<file path="config.mk">
export PLATFORM = sky130hd
export DESIGN_NAME = sdram_ctrl_top
export DESIGN_NICKNAME = d
export VERILOG_FILES = /design/src/source/sdram_pkg.sv /design/src/source/apb_request_port.sv /design/src/source/sdram_timing_fsm.sv /design/src/source/sdram_command_select.sv /design/src/source/sdram_data_path.sv /design/src/source/sdram_ctrl_top.sv
export SDC_FILE = /design/constraint.sdc
export NUM_CORES = 1
export LEC_CHECK = 0
export BUFFER_PORTS_ARGS = -buffer_cell sky130_fd_sc_hd__buf_2
export CORE_MARGIN = 2
export CORE_UTILIZATION = 45
export DETAILED_ROUTE_END_ITERATION = 6
export PLACE_DENSITY_LB_ADDON = 0.25
export SLEW_MARGIN = 20
export SYNTH_ARGS = -nofsm -noshare
export SYNTH_HDL_FRONTEND = slang
export SYNTH_HIERARCHICAL = 1
export SYNTH_SLANG_ARGS = --single-unit
</file>
<file path="constraint.sdc">
create_clock -name CLK -period 11.05 [get_ports CLK]
set_input_delay 0.5525 -clock CLK [delete_from_list [all_inputs] [get_ports CLK]]
set_output_delay 0.5525 -clock CLK [all_outputs]
set_load 0.01 [all_outputs]
</file>
<file path="src/source/sdram_pkg.sv">
package sdram_pkg;

	// pin command bits are {ras_n, cas_n, we_n}
	typedef enum logic [2:0] {
		ARSR = 3'b001,
		PRCH = 3'b010,
		ACTV = 3'b011,
		WRTE = 3'b100,
		READ = 3'b101,
		NOOP = 3'b111
	} sdram_cmd_e;

	localparam int row_w  = 12;
	localparam int bank_w = 2;
	localparam int col_w  = 12;
	localparam int addr_w = row_w + bank_w + col_w; // host address width

	typedef struct packed {
		logic [row_w-1:0]  row;
		logic [bank_w-1:0] bank;
		logic [col_w-1:0]  col;
	} mem_addr_t;

	typedef struct packed {
		mem_addr_t   addr;
		logic        we;
		logic [31:0] wdata;
	} mem_req_t;

	typedef struct packed {
		logic [12:0] row;
	} pin_row_t;

	// bit 10 of the column word flags precharge or auto-precharge
	typedef struct packed {
		logic [1:0] col_hi;
		logic       auto_pre;
		logic [9:0] col_lo;
	} pin_col_t;

	typedef union packed {
		pin_row_t row_view; // ACTV
		pin_col_t col_view; // READ, WRTE, PRCH
	} pin_addr_u;

	typedef struct packed {
		sdram_cmd_e        cmd;
		logic [bank_w-1:0] bank;
		pin_addr_u         addr;
	} pin_cmd_t;

endpackage

</file>
<file path="src/source/apb_request_port.sv">
`timescale 1ns/100ps

module apb_request_port (
	input  logic                CLK,
	input  logic                RST,
	input  logic                psel,
	input  logic                penable,
	input  logic                pwrite,
	input  logic [3:0]          paddr,
	input  logic [31:0]         pwdata,
	output logic [31:0]         prdata,
	output logic                pready,
	output logic                pslverr,
	output sdram_pkg::mem_req_t req,
	output logic                req_valid,
	input  logic                req_done,
	input  logic                rd_valid,
	input  logic [31:0]         rd_data
);
	import sdram_pkg::*;

	localparam logic [3:0] reg_addr  = 4'h0;
	localparam logic [3:0] reg_wdata = 4'h4;
	localparam logic [3:0] reg_ctrl  = 4'h8;
	localparam logic [3:0] reg_rdata = 4'hc;

	logic [31:0] rdata_q;
	logic        done_q;
	logic        access;
	logic        addr_ok;
	logic        ctrl_wr;
	logic        start;
	logic        complete;

	assign access = psel && penable;
	assign addr_ok = (paddr == reg_addr) || (paddr == reg_wdata) || (paddr == reg_ctrl)
		|| ((paddr == reg_rdata) && !pwrite); // rdata is read only
	assign ctrl_wr = access && pwrite && (paddr == reg_ctrl);
	assign start = ctrl_wr && !req_valid && !done_q;
	// writes finish when the command is latched, reads when data is back
	assign complete = req_valid && (req.we ? req_done : rd_valid);
	assign pready = !ctrl_wr || done_q; // stall only the ctrl write
	assign pslverr = access && !addr_ok;

	always_comb
	begin
		case (paddr)
			reg_addr:  prdata = {{(32 - addr_w){1'b0}}, req.addr};
			reg_wdata: prdata = req.wdata;
			reg_ctrl:  prdata = {31'b0, req_valid}; // busy flag
			reg_rdata: prdata = rdata_q;
			default:   prdata = '0;
		endcase
	end

	always_ff @(posedge CLK)
	begin
		if (!RST)
		begin
			req_valid <= 1'b0;
			done_q    <= 1'b0;
		end
		else
		begin
			if (start)
				req_valid <= 1'b1;
			else if (complete)
				req_valid <= 1'b0;

			if (complete)
				done_q <= 1'b1; // releases pready next cycle
			else if (ctrl_wr && done_q)
				done_q <= 1'b0;
		end
	end

	always_ff @(posedge CLK)
	begin
		if (access && pwrite && (paddr == reg_addr))
			req.addr <= mem_addr_t'(pwdata[addr_w-1:0]);
		if (access && pwrite && (paddr == reg_wdata))
			req.wdata <= pwdata;
		if (start)
			req.we <= pwdata[0];
		if (rd_valid)
			rdata_q <= rd_data;
	end

endmodule

</file>
<file path="src/source/sdram_timing_fsm.sv">
`timescale 1ns/100ps

module sdram_timing_fsm (
	input  logic                  CLK,
	input  logic                  RST,
	input  logic                  change_request,
	input  sdram_pkg::sdram_cmd_e next_cmd,
	input  logic                  refresh_strobe,
	output logic                  change_possible,
	output logic                  page_open,
	output logic                  refresh_time
);
	import sdram_pkg::*;

	localparam int spacing = 4; // idle cycles between commands

	sdram_cmd_e cur_cmd;
	logic [2:0] gap_cnt;
	logic       cur_is_rw;
	logic       just_taken;
	logic       refresh_ack;
	logic       fast_change;
	logic       take;

	// repeated read or write on the open row skips the spacing
	assign fast_change = cur_is_rw && page_open && (next_cmd == cur_cmd) && !just_taken;
	assign change_possible = (gap_cnt == 3'd0) || fast_change;
	assign take = change_possible && change_request && (next_cmd != NOOP);
	assign refresh_time = refresh_ack ^ refresh_strobe; // strobe toggled

	always_ff @(posedge CLK)
	begin
		if (!RST)
		begin
			cur_cmd     <= NOOP;
			gap_cnt     <= 3'd0;
			cur_is_rw   <= 1'b0;
			just_taken  <= 1'b0;
			page_open   <= 1'b0;
			refresh_ack <= refresh_strobe;
		end
		else
		begin
			just_taken <= take;

			if (take)
			begin
				cur_cmd   <= next_cmd;
				cur_is_rw <= (next_cmd == READ) || (next_cmd == WRTE);
				gap_cnt   <= 3'(spacing);

				case (next_cmd)
					ACTV:
					begin
						page_open <= 1'b1;
					end
					PRCH:
					begin
						page_open <= 1'b0;
					end
					ARSR:
					begin
						refresh_ack <= refresh_strobe; // refresh served
					end
					default:
					begin
						page_open <= page_open;
					end
				endcase
			end
			else if (gap_cnt != 3'd0)
			begin
				gap_cnt <= gap_cnt - 3'd1;
			end
		end
	end

endmodule

</file>
<file path="src/source/sdram_command_select.sv">
`timescale 1ns/100ps

module sdram_command_select #(
	parameter int act_guard = 4
) (
	input  logic                  CLK,
	input  logic                  RST,
	input  sdram_pkg::mem_req_t   req,
	input  logic                  req_valid,
	input  logic                  change_possible,
	input  logic                  page_open,
	input  logic                  refresh_time,
	output logic                  change_request,
	output sdram_pkg::sdram_cmd_e next_cmd,
	output logic                  cmd_latched,
	output logic                  req_done,
	output sdram_pkg::pin_cmd_t   mem_cmd
);
	import sdram_pkg::*;

	localparam int guard_w = $clog2(act_guard + 1);
	localparam logic [guard_w-1:0] guard_max = guard_w'(act_guard);

	logic [row_w-1:0]   open_row;
	logic [bank_w-1:0]  open_bank;
	logic [guard_w-1:0] open_cnt;
	logic               served;
	logic               req_pending;
	logic               row_hit;
	logic               rw_sel;
	logic               latch;
	pin_addr_u          act_addr;
	pin_addr_u          rw_addr;
	pin_addr_u          pre_addr;
	pin_cmd_t           pin_next;

	// a read stays valid until its data returns, so mark it served
	assign req_pending = req_valid && !served;
	assign row_hit = page_open && !refresh_time && (req.addr.row == open_row)
		&& (req.addr.bank == open_bank);
	assign rw_sel = req_pending && row_hit;
	assign change_request = req_pending || refresh_time;
	assign latch = change_possible && change_request && (next_cmd != NOOP);
	assign cmd_latched = latch && rw_sel;
	assign req_done = cmd_latched && req.we;

	assign act_addr.row_view.row = {1'b0, req.addr.row};
	assign rw_addr.col_view = '{col_hi: req.addr.col[11:10], auto_pre: 1'b0,
		col_lo: req.addr.col[9:0]};
	assign pre_addr.col_view = '{col_hi: 2'b00, auto_pre: 1'b1, col_lo: 10'h000}; // all banks

	always_comb
	begin
		if (rw_sel)
		begin
			if (req.we)
				next_cmd = WRTE;
			else
				next_cmd = READ;
		end
		else if (page_open)
		begin
			if (open_cnt == guard_max)
				next_cmd = PRCH; // close page for miss or refresh
			else
				next_cmd = NOOP;
		end
		else if (refresh_time)
			next_cmd = ARSR;
		else
			next_cmd = ACTV;
	end

	always_comb
	begin
		pin_next.cmd  = next_cmd;
		pin_next.bank = req.addr.bank;
		case (next_cmd)
			ACTV:
				pin_next.addr = act_addr;
			READ, WRTE:
				pin_next.addr = rw_addr;
			default:
			begin
				pin_next.bank = open_bank;
				pin_next.addr = pre_addr;
			end
		endcase
	end

	always_ff @(posedge CLK)
	begin
		if (!RST)
		begin
			mem_cmd.cmd  <= NOOP;
			mem_cmd.bank <= '0;
			mem_cmd.addr <= pre_addr;
			open_row     <= '0;
			open_bank    <= '0;
			open_cnt     <= '0;
			served       <= 1'b0;
		end
		else
		begin
			served <= req_valid && (served || cmd_latched);

			if (latch)
				mem_cmd <= pin_next;
			else
				mem_cmd.cmd <= NOOP; // address holds

			if (latch && (next_cmd == ACTV))
			begin
				open_row  <= req.addr.row;
				open_bank <= req.addr.bank;
				open_cnt  <= '0; // row open time starts
			end
			else if (open_cnt != guard_max)
			begin
				open_cnt <= open_cnt + 1'b1;
			end
		end
	end

endmodule

</file>
<file path="src/source/sdram_data_path.sv">
`timescale 1ns/100ps

module sdram_data_path #(
	parameter int cas_latency = 3
) (
	input  logic        CLK,
	input  logic        RST,
	input  logic        cmd_latched,
	input  logic        we,
	input  logic [31:0] wdata,
	input  logic [31:0] mem_dq_in,
	output logic [31:0] mem_dq_out,
	output logic        mem_dq_oe,
	output logic [31:0] rd_data,
	output logic        rd_valid
);

	logic [cas_latency:0] rd_pipe; // one marker per read in flight
	logic                 wr_fire;
	logic                 rd_fire;

	assign wr_fire = cmd_latched && we;
	assign rd_fire = cmd_latched && !we;

	always_ff @(posedge CLK)
	begin
		if (!RST)
		begin
			rd_pipe   <= '0;
			rd_valid  <= 1'b0;
			mem_dq_oe <= 1'b0;
		end
		else
		begin
			// marker reaches the top when the model drives data
			rd_pipe   <= {rd_pipe[cas_latency-1:0], rd_fire};
			rd_valid  <= rd_pipe[cas_latency];
			mem_dq_oe <= wr_fire; // same cycle as WRTE on pins
		end
	end

	always_ff @(posedge CLK)
	begin
		if (wr_fire)
			mem_dq_out <= wdata;
		if (rd_pipe[cas_latency])
			rd_data <= mem_dq_in;
	end

endmodule

</file>
<file path="src/source/sdram_ctrl_top.sv">
`timescale 1ns/100ps

module sdram_ctrl_top #(
	parameter int cas_latency = 3,
	parameter int act_guard   = 4
) (
	input  logic                CLK,
	input  logic                RST,
	input  logic                psel,
	input  logic                penable,
	input  logic                pwrite,
	input  logic [3:0]          paddr,
	input  logic [31:0]         pwdata,
	output logic [31:0]         prdata,
	output logic                pready,
	output logic                pslverr,
	input  logic                refresh_strobe,
	output sdram_pkg::pin_cmd_t mem_cmd,
	output logic [31:0]         mem_dq_out,
	output logic                mem_dq_oe,
	input  logic [31:0]         mem_dq_in
);
	import sdram_pkg::*;

	mem_req_t    req;
	logic        req_valid;
	logic        req_done;
	logic        rd_valid;
	logic [31:0] rd_data;
	logic        change_possible;
	logic        page_open;
	logic        refresh_time;
	logic        change_request;
	sdram_cmd_e  next_cmd;
	logic        cmd_latched;

	apb_request_port u_apb_port (
		.CLK       (CLK),
		.RST       (RST),
		.psel      (psel),
		.penable   (penable),
		.pwrite    (pwrite),
		.paddr     (paddr),
		.pwdata    (pwdata),
		.prdata    (prdata),
		.pready    (pready),
		.pslverr   (pslverr),
		.req       (req),
		.req_valid (req_valid),
		.req_done  (req_done),
		.rd_valid  (rd_valid),
		.rd_data   (rd_data)
	);

	sdram_timing_fsm u_timing (
		.CLK             (CLK),
		.RST             (RST),
		.change_request  (change_request),
		.next_cmd        (next_cmd),
		.refresh_strobe  (refresh_strobe),
		.change_possible (change_possible),
		.page_open       (page_open),
		.refresh_time    (refresh_time)
	);

	sdram_command_select #(
		.act_guard (act_guard)
	) u_cmd_select (
		.CLK             (CLK),
		.RST             (RST),
		.req             (req),
		.req_valid       (req_valid),
		.change_possible (change_possible),
		.page_open       (page_open),
		.refresh_time    (refresh_time),
		.change_request  (change_request),
		.next_cmd        (next_cmd),
		.cmd_latched     (cmd_latched),
		.req_done        (req_done),
		.mem_cmd         (mem_cmd)
	);

	sdram_data_path #(
		.cas_latency (cas_latency)
	) u_data_path (
		.CLK         (CLK),
		.RST         (RST),
		.cmd_latched (cmd_latched),
		.we          (req.we),
		.wdata       (req.wdata),
		.mem_dq_in   (mem_dq_in),
		.mem_dq_out  (mem_dq_out),
		.mem_dq_oe   (mem_dq_oe),
		.rd_data     (rd_data),
		.rd_valid    (rd_valid)
	);

endmodule

</file>
# Word-level counts from Yosys, hierarchy flattened
# Cells that the tools add are included.
[classes]
n_mux = 19
addsub = 2
n_eq_ne = 16
n_reduce_logical = 57
n_bitwise = 2
[ops]
columns = ["operator", "n"]
rows = [
  ["$pmux 32 s4", 1],
  ["$logic_and 1x1->1", 26],
  ["$pmux 13 s2", 1],
  ["$mux 3", 5],
  ["$eq 12x12->1", 1],
  ["$eq 3x3->1 const B", 3],
  ["$logic_not 1->1", 9],
  ["$mux 1", 9],
  ["$eq 4x4->1 const B", 2],
  ["$logic_or 1x1->1", 8],
  ["$reduce_bool 2->1", 4],
  ["$eq 3x2->1 const B", 2],
  ["$ne 3x3->1 const B", 2],
  ["$reduce_and 2->1", 3],
  ["$reduce_or 2->1", 3],
  ["$eq 4x3->1 const B", 1],
  ["$logic_not 4->1", 1],
  ["$mux 2", 2],
  ["$ne 2x1->1 const B", 2],
  ["$add 3x1->3 const B", 1],
  ["$eq 3x1->1 const B", 1],
  ["$eq 3x3->1", 1],
  ["$logic_not 3->1", 1],
  ["$reduce_bool 3->1", 1],
  ["other kinds (6)", 6],
]
[word_totals]
regBits = 209
inputBits = 74
elab_cells = 123

# Longest topological paths before layout
[depth]
word_depth = 19
depth_mapped = 15

# By module
# Netlist, hierarchy kept.
[modules_own_cells]
columns = ["module", "n_inst", "cells_per_inst", "area_per_inst_um2"]
rows = [
  ["apb_request_port", 1, 241, 3727.3],
  ["sdram_data_path", 1, 77, 2093.3],
  ["sdram_command_select", 1, 207, 1770.4],
  ["sdram_timing_fsm", 1, 54, 510.5],
]

# Worst setup path after synthesis
# No wires, ideal clock.
[synth_path]
path_kind = "input -> register"
from = "input refresh_strobe"
to = "register u_data_path.mem_dq_out[0], enable pin"
stages = 13
arrival_time_ns = 3.784
setup_slack_ns = 6.874
setup_time_ns = 0.392
path_cell_list = "xor2_1 -> and4bb_1 -> nand4_2 -> nor4_4 -> buf_6 -> mux2i_1 -> buf_4 -> xnor2_1 -> a41o_1 -> o21a_1 -> clkbuf_1 -> and2_1 -> and2_1"
[synth_rtl]
columns = ["item", "line_no", "rtl"]
rows = [
  ["start: declaration", "sdram_ctrl_top.sv:17", "input logic refresh_strobe,"],
  ["end signal: assignment", "sdram_data_path.sv:45", "mem_dq_out <= wdata;"],
  ["end: declaration", "sdram_data_path.sv:12", "output logic [31:0] mem_dq_out,"],
]

# Worst setup path in the final report
[layout_path]
from = "register u_timing.refresh_ack"
to = "register u_data_path.mem_dq_out[3], enable pin"
[layout_between]
elab_chain_len = 15
elab_cells_between_ends = 19
classes_between = "eq/ne: 2; mux: 3; bitwise: 1; reduce/logical: 13"
[layout_lines]
columns = ["item", "line_no", "rtl"]
rows = [
  ["start: declaration", "sdram_timing_fsm.sv:21", "logic refresh_ack;"],
  ["start signal: assignment", "sdram_timing_fsm.sv:40", "refresh_ack <= refresh_strobe;"],
  ["start signal: assignment", "sdram_timing_fsm.sv:63", "refresh_ack <= refresh_strobe;"],
  ["$xor 1x1->1", "sdram_timing_fsm.sv:29", "assign refresh_time = refresh_ack ^ refresh_strobe;"],
  ["named net refresh_time", "sdram_ctrl_top.sv:32", "logic refresh_time;"],
  ["$logic_not 1->1", "sdram_command_select.sv:39", "assign row_hit = page_open && !refresh_time && (req.addr.row == open_row)"],
  ["$logic_and 1x1->1 (2 in a row)", "sdram_command_select.sv:39", ""],
  ["$logic_and 1x1->1", "sdram_command_select.sv:40", "&& (req.addr.bank == open_bank);"],
  ["$logic_and 1x1->1", "sdram_command_select.sv:41", "assign rw_sel = req_pending && row_hit;"],
  ["$mux 3", "sdram_command_select.sv:54", "if (rw_sel)"],
  ["named net next_cmd[0]", "sdram_ctrl_top.sv:34", "sdram_cmd_e next_cmd;"],
  ["$eq 3x3->1", "sdram_timing_fsm.sv:26", "assign fast_change = cur_is_rw && page_open && (next_cmd == cur_cmd) && !just_taken;"],
  ["$logic_and 1x1->1 (2 in a row)", "sdram_timing_fsm.sv:26", ""],
  ["$logic_or 1x1->1", "sdram_timing_fsm.sv:27", "assign change_possible = (gap_cnt == 3'd0) || fast_change;"],
  ["named net change_possible", "sdram_ctrl_top.sv:30", "logic change_possible;"],
  ["$logic_and 1x1->1 (2 in a row)", "sdram_command_select.sv:43", "assign latch = change_possible && change_request && (next_cmd != NOOP);"],
  ["$logic_and 1x1->1", "sdram_command_select.sv:44", "assign cmd_latched = latch && rw_sel;"],
  ["named net cmd_latched", "sdram_ctrl_top.sv:35", "logic cmd_latched;"],
  ["$logic_and 1x1->1", "sdram_data_path.sv:22", "assign wr_fire = cmd_latched && we;"],
  ["named net u_data_path.wr_fire", "sdram_data_path.sv:19", "logic wr_fire;"],
]
# The timed path passes the listed nets, and every way through them passes these cells.
# A chain may end at the register's enable or synchronous reset.

==> flow_summary_export.csv <==
group,metric,value,unit
outcome,outcome,"finished clean",
grt,grt_overflow_total,0,
timing,rsz0062_at_grt,"false",
clocking,cts-buffers-inserted,22,
worst_setup_path,kind_of_critical_path,"reg2reg",
final_layout,multi_input_combinational_cell_area,0.00214,mm²
worst_setup_path,worstSetupStartpointType,"flop",
worst_setup_path,cp.required,11160,ps
routing,detail_route.wirelength,18.6,mm
placement,dpl_worst_slack,5820,ps
synthesis,postSynthCellCount,579,
clocking,clockRootBuffer,"sky130_fd_sc_hd__clkbuf_16",
grt,grt_pass1_vias,5376,
job,max_cap_violations,0,
floorplanning,initial_util,0.454,
power,power_density,179,mW/mm²
floorplanning,full_die_area,0.0191,mm²
clocking,postCtsHoldBufs,0,
timing,clock_period_minus_final_worst_setup_slack,4700,ps
worst_setup_path,timing.critical_path.cells,"xor2_1, and4bb_1, nand4_2, nor4_4, buf_6, mux2i_1, xnor2_1, a41o_1, o21a_1, and2_1, and2_2",
grt,groute.usage.overall,0.194,
timing,postLayoutSetupSlackWorst,6350,ps
worst_setup_path,timing.critical_path.slowest_stage_cell,"sky130_fd_sc_hd__and2_2",
clocking,cts_setup_buffers,0,
synthesis,yosys.cell_types.count,54,
routing,ant_nets,0,
timing,finalHoldViolCount,0,
placement,buffer_ports.inserted,158,
final_layout,fillers,1470,
timing,fmax,213,MHz
power,worst_ir_drop_vdd,125,µV
synthesis,cell_taking_the_most_area_after_synthesis,"sky130_fd_sc_hd__edfxtp_1",
floorplanning,area_of_the_core,0.0178,mm²
clocking,worst_skew_pair.late_latency,490,ps
clocking,clockBufferDepth,3,
final_layout,drive_above_1_share,0.275,
routing,pre_antenna_drt_iters,5,
synthesis,syn-num-nets,658,
clocking,clk_transition_reported_paths,60,ps
synthesis,postSynthAreaPerCell,14.0,µm²
worst_setup_path,max_stage_delay,760,ps
timing,min_period_over_period,0.425,
final_layout,register_area,0.00575,mm²
placement,dp_hpwl,12.5,mm
synthesis,ys_top_cells_by_area,"sky130_fd_sc_hd__edfxtp_1 (58%), sky130_fd_sc_hd__dfxtp_1 (13%), sky130_fd_sc_hd__mux2i_1 (4.4%), sky130_fd_sc_hd__nand2_1 (3.5%), sky130_fd_sc_hd__a21oi_1 (2.1%)",
floorplanning,floorplan.rows,49,
synthesis,ys_dominant_reg_cell,"sky130_fd_sc_hd__edfxtp_1",
clocking,cts_resized,0,
power,power.leakage,3.64,nW
final_layout,nets,814,
floorplanning,io_pins,159,
floorplanning,dieWidth,138,µm
timing,timing.final.setup_violations,0,
routing,route.vias.total,5141,
worst_setup_path,crit_fanout,32,
worst_setup_path,crit_arrival,4820,ps
synthesis,synth_top_area_share,0.578,
placement,place.detailed.instances,939,
final_layout,stdcell_count,980,
placement,gp_routability_congestion,0.843,
grt,grt_antenna_before_repair,2,
floorplanning,die_height,138,µm
hold_path,hold_class,"in2reg",
worst_setup_path,cpLargestDelayFamily,"simple AND/OR/NAND/NOR gates",
grt,grt_start_max_net_pins,52,
clocking,tritoncts_clock_tree,"done",
synthesis,ys_async_sr_fraction,0,
synthesis,post_synth_edffs,156,
clocking,cts-htree-levels,1,
synthesis,yosysWarnings,6,
timing,slew_viol_final,0,
clocking,cts_num_sinks,209,
synthesis,netlist_area_before_placement,0.00810,mm²
routing,avgRoutedWirePerCell,19.0,µm
timing,setup_total_negative_slack,0,ps
timing,clock-skew-final,8.84,ps
worst_setup_path,crit_path_end_kind,"flop",
timing,timing.max_slew.rel_slack,0.340,
routing,drcViolationCount,0,
synthesis,netlist_top_cells_count,"sky130_fd_sc_hd__edfxtp_1 (156), sky130_fd_sc_hd__nand2_1 (76), sky130_fd_sc_hd__dfxtp_1 (53)",
synthesis,yosysSeqAreaShare,0.709,
routing,drt_iter0_markers,353,
timing,worstMarginPinSlew,990,ps
synthesis,synth.most_common_cell,"sky130_fd_sc_hd__edfxtp_1",
final_layout,area_delta_synth_final,19.5,%
worst_setup_path,timing.critical_path.buf_inv,1,
synthesis,yosys_register_bits,209,
grt,grt_first_pass_wirelength,29.3,mm
routing,post_drt_via_cell_ratio,5.25,
## area by class of cell
| type | count | share of cell area |
|---|---|---|
| well taps | 229 | 0.0296 |
| clock buffers | 30 | 0.0622 |
| flip-flops and latches | 209 | 0.594 |
| repair buffers | 162 | 0.0852 |
| diodes | 1 | 0.000258 |
| inverters | 11 | 0.00426 |
| multi-input cells | 329 | 0.221 |
| clock inverters | 9 | 0.00401 |
## per-stage QoR
stage | power [mW] | instance area [µm²] | hold WS [ps] | util
floorplan | 1.03 | 8100 | 400 | -
global placement | 1.08 | 9030 | 400 | 0.506
detailed placement | 1.09 | 9030 | 405 | 0.506
CTS | 1.75 | 9670 | 218 | 0.542
global route | 1.80 | 9680 | 217 | 0.543
finish | 1.73 | 9680 | 230 | 0.543
## routing by layer
metal,wire length (µm),GRT usage
met5,11,0
met3,1120,0.0353
met2,9090,0.329
met4,340,0.0548
met1,8050,0.259
## placed cells by master (no fill, tap or decap), types with 2 or more instances in the layout
cell / count
sky130_fd_sc_hd__nand2_1: 76
sky130_fd_sc_hd__nor3_1: 4
sky130_fd_sc_hd__nand3b_1: 2
sky130_fd_sc_hd__a32oi_1: 9
sky130_fd_sc_hd__buf_4: 3
sky130_fd_sc_hd__and2_2: 6
sky130_fd_sc_hd__nand4_1: 7
sky130_fd_sc_hd__o21ai_1: 2
sky130_fd_sc_hd__or2_2: 2
sky130_fd_sc_hd__inv_1: 11
sky130_fd_sc_hd__dfxtp_1: 51
sky130_fd_sc_hd__or2_0: 23
sky130_fd_sc_hd__clkbuf_16: 23
sky130_fd_sc_hd__o221a_1: 2
sky130_fd_sc_hd__dfxtp_2: 2
sky130_fd_sc_hd__xor2_1: 2
sky130_fd_sc_hd__nand2b_1: 6
sky130_fd_sc_hd__and3b_1: 2
sky130_fd_sc_hd__and2_1: 3
sky130_fd_sc_hd__a21boi_0: 14
sky130_fd_sc_hd__mux2i_1: 36
sky130_fd_sc_hd__nand3_1: 8
sky130_fd_sc_hd__ha_1: 5
sky130_fd_sc_hd__nor2_1: 16
sky130_fd_sc_hd__edfxtp_1: 156
sky130_fd_sc_hd__or2_1: 4
sky130_fd_sc_hd__o21ai_0: 11
sky130_fd_sc_hd__clkbuf_1: 7
sky130_fd_sc_hd__xnor2_1: 18
sky130_fd_sc_hd__a21oi_1: 34
sky130_fd_sc_hd__buf_2: 158
sky130_fd_sc_hd__and3_1: 7
sky130_fd_sc_hd__clkinv_1: 5
sky130_fd_sc_hd__o41ai_1: 2
sky130_fd_sc_hd__o21a_1: 6
sky130_fd_sc_hd__clkinv_2: 4
## registers in the layout, summed over array words and instances, names as in the netlist
| signal | count |
|---|---|
| u_apb_port/done_q | 1 |
| u_apb_port/rdata_q | 32 |
| u_apb_port/req | 59 |
| u_apb_port/req_valid | 1 |
| u_cmd_select/mem_cmd | 18 |
| u_cmd_select/open_bank | 2 |
| u_cmd_select/open_cnt | 3 |
| u_cmd_select/open_row | 12 |
| u_cmd_select/served | 1 |
| u_data_path/mem_dq_oe | 1 |
| u_data_path/mem_dq_out | 32 |
| u_data_path/rd_data | 32 |
| u_data_path/rd_pipe | 4 |
| u_data_path/rd_valid | 1 |
| u_timing/cur_cmd | 3 |
| u_timing/cur_is_rw | 1 |
| u_timing/gap_cnt | 3 |
| u_timing/just_taken | 1 |
| u_timing/page_open | 1 |
| u_timing/refresh_ack | 1 |
## power by group
part	switching [mW]	internal, mW	leakage, nW
registers	0.0177	0.861	1.83
logic	0.120	0.0754	1.49
clock network	0.280	0.379	0.315
total	0.417	1.32	3.64
## cells by family (layout without fill, tap and decap cells)
logic type,Yosys count,after routing,synth area share
xor+xnor,20,20,0.0216
mux,38,38,0.0486
compound gates,90,90,0.0729
simple gates,176,176,0.111
other cells,0,1,0
buf+inv,41,212,0.0286
flops,209,209,0.709
fa+ha+maj,5,5,0.00772
## path summary, 6_finish.rpt
| kind | endpoint | start | slack [ps] | cells past startpoint |
|---|---|---|---|---|
| max | u_data_path/mem_dq_out[3]$_DFFE_PP_ | u_timing/refresh_ack$_DFFE_PP_ | 6350 | 11 |
| min | u_apb_port/req[30]$_DFFE_PP_ | pwdata[30] | 230 | 1 |
| max reg2reg | u_data_path/mem_dq_out[3]$_DFFE_PP_ | u_timing/refresh_ack$_DFFE_PP_ | 6350 | 11 |
| min reg2reg | u_apb_port/rdata_q[28]$_DFFE_PP_ | u_data_path/rd_data[28]$_DFFE_PP_ | 420 | 0 |
Note: power is estimated with default switching activity, not from simulation.
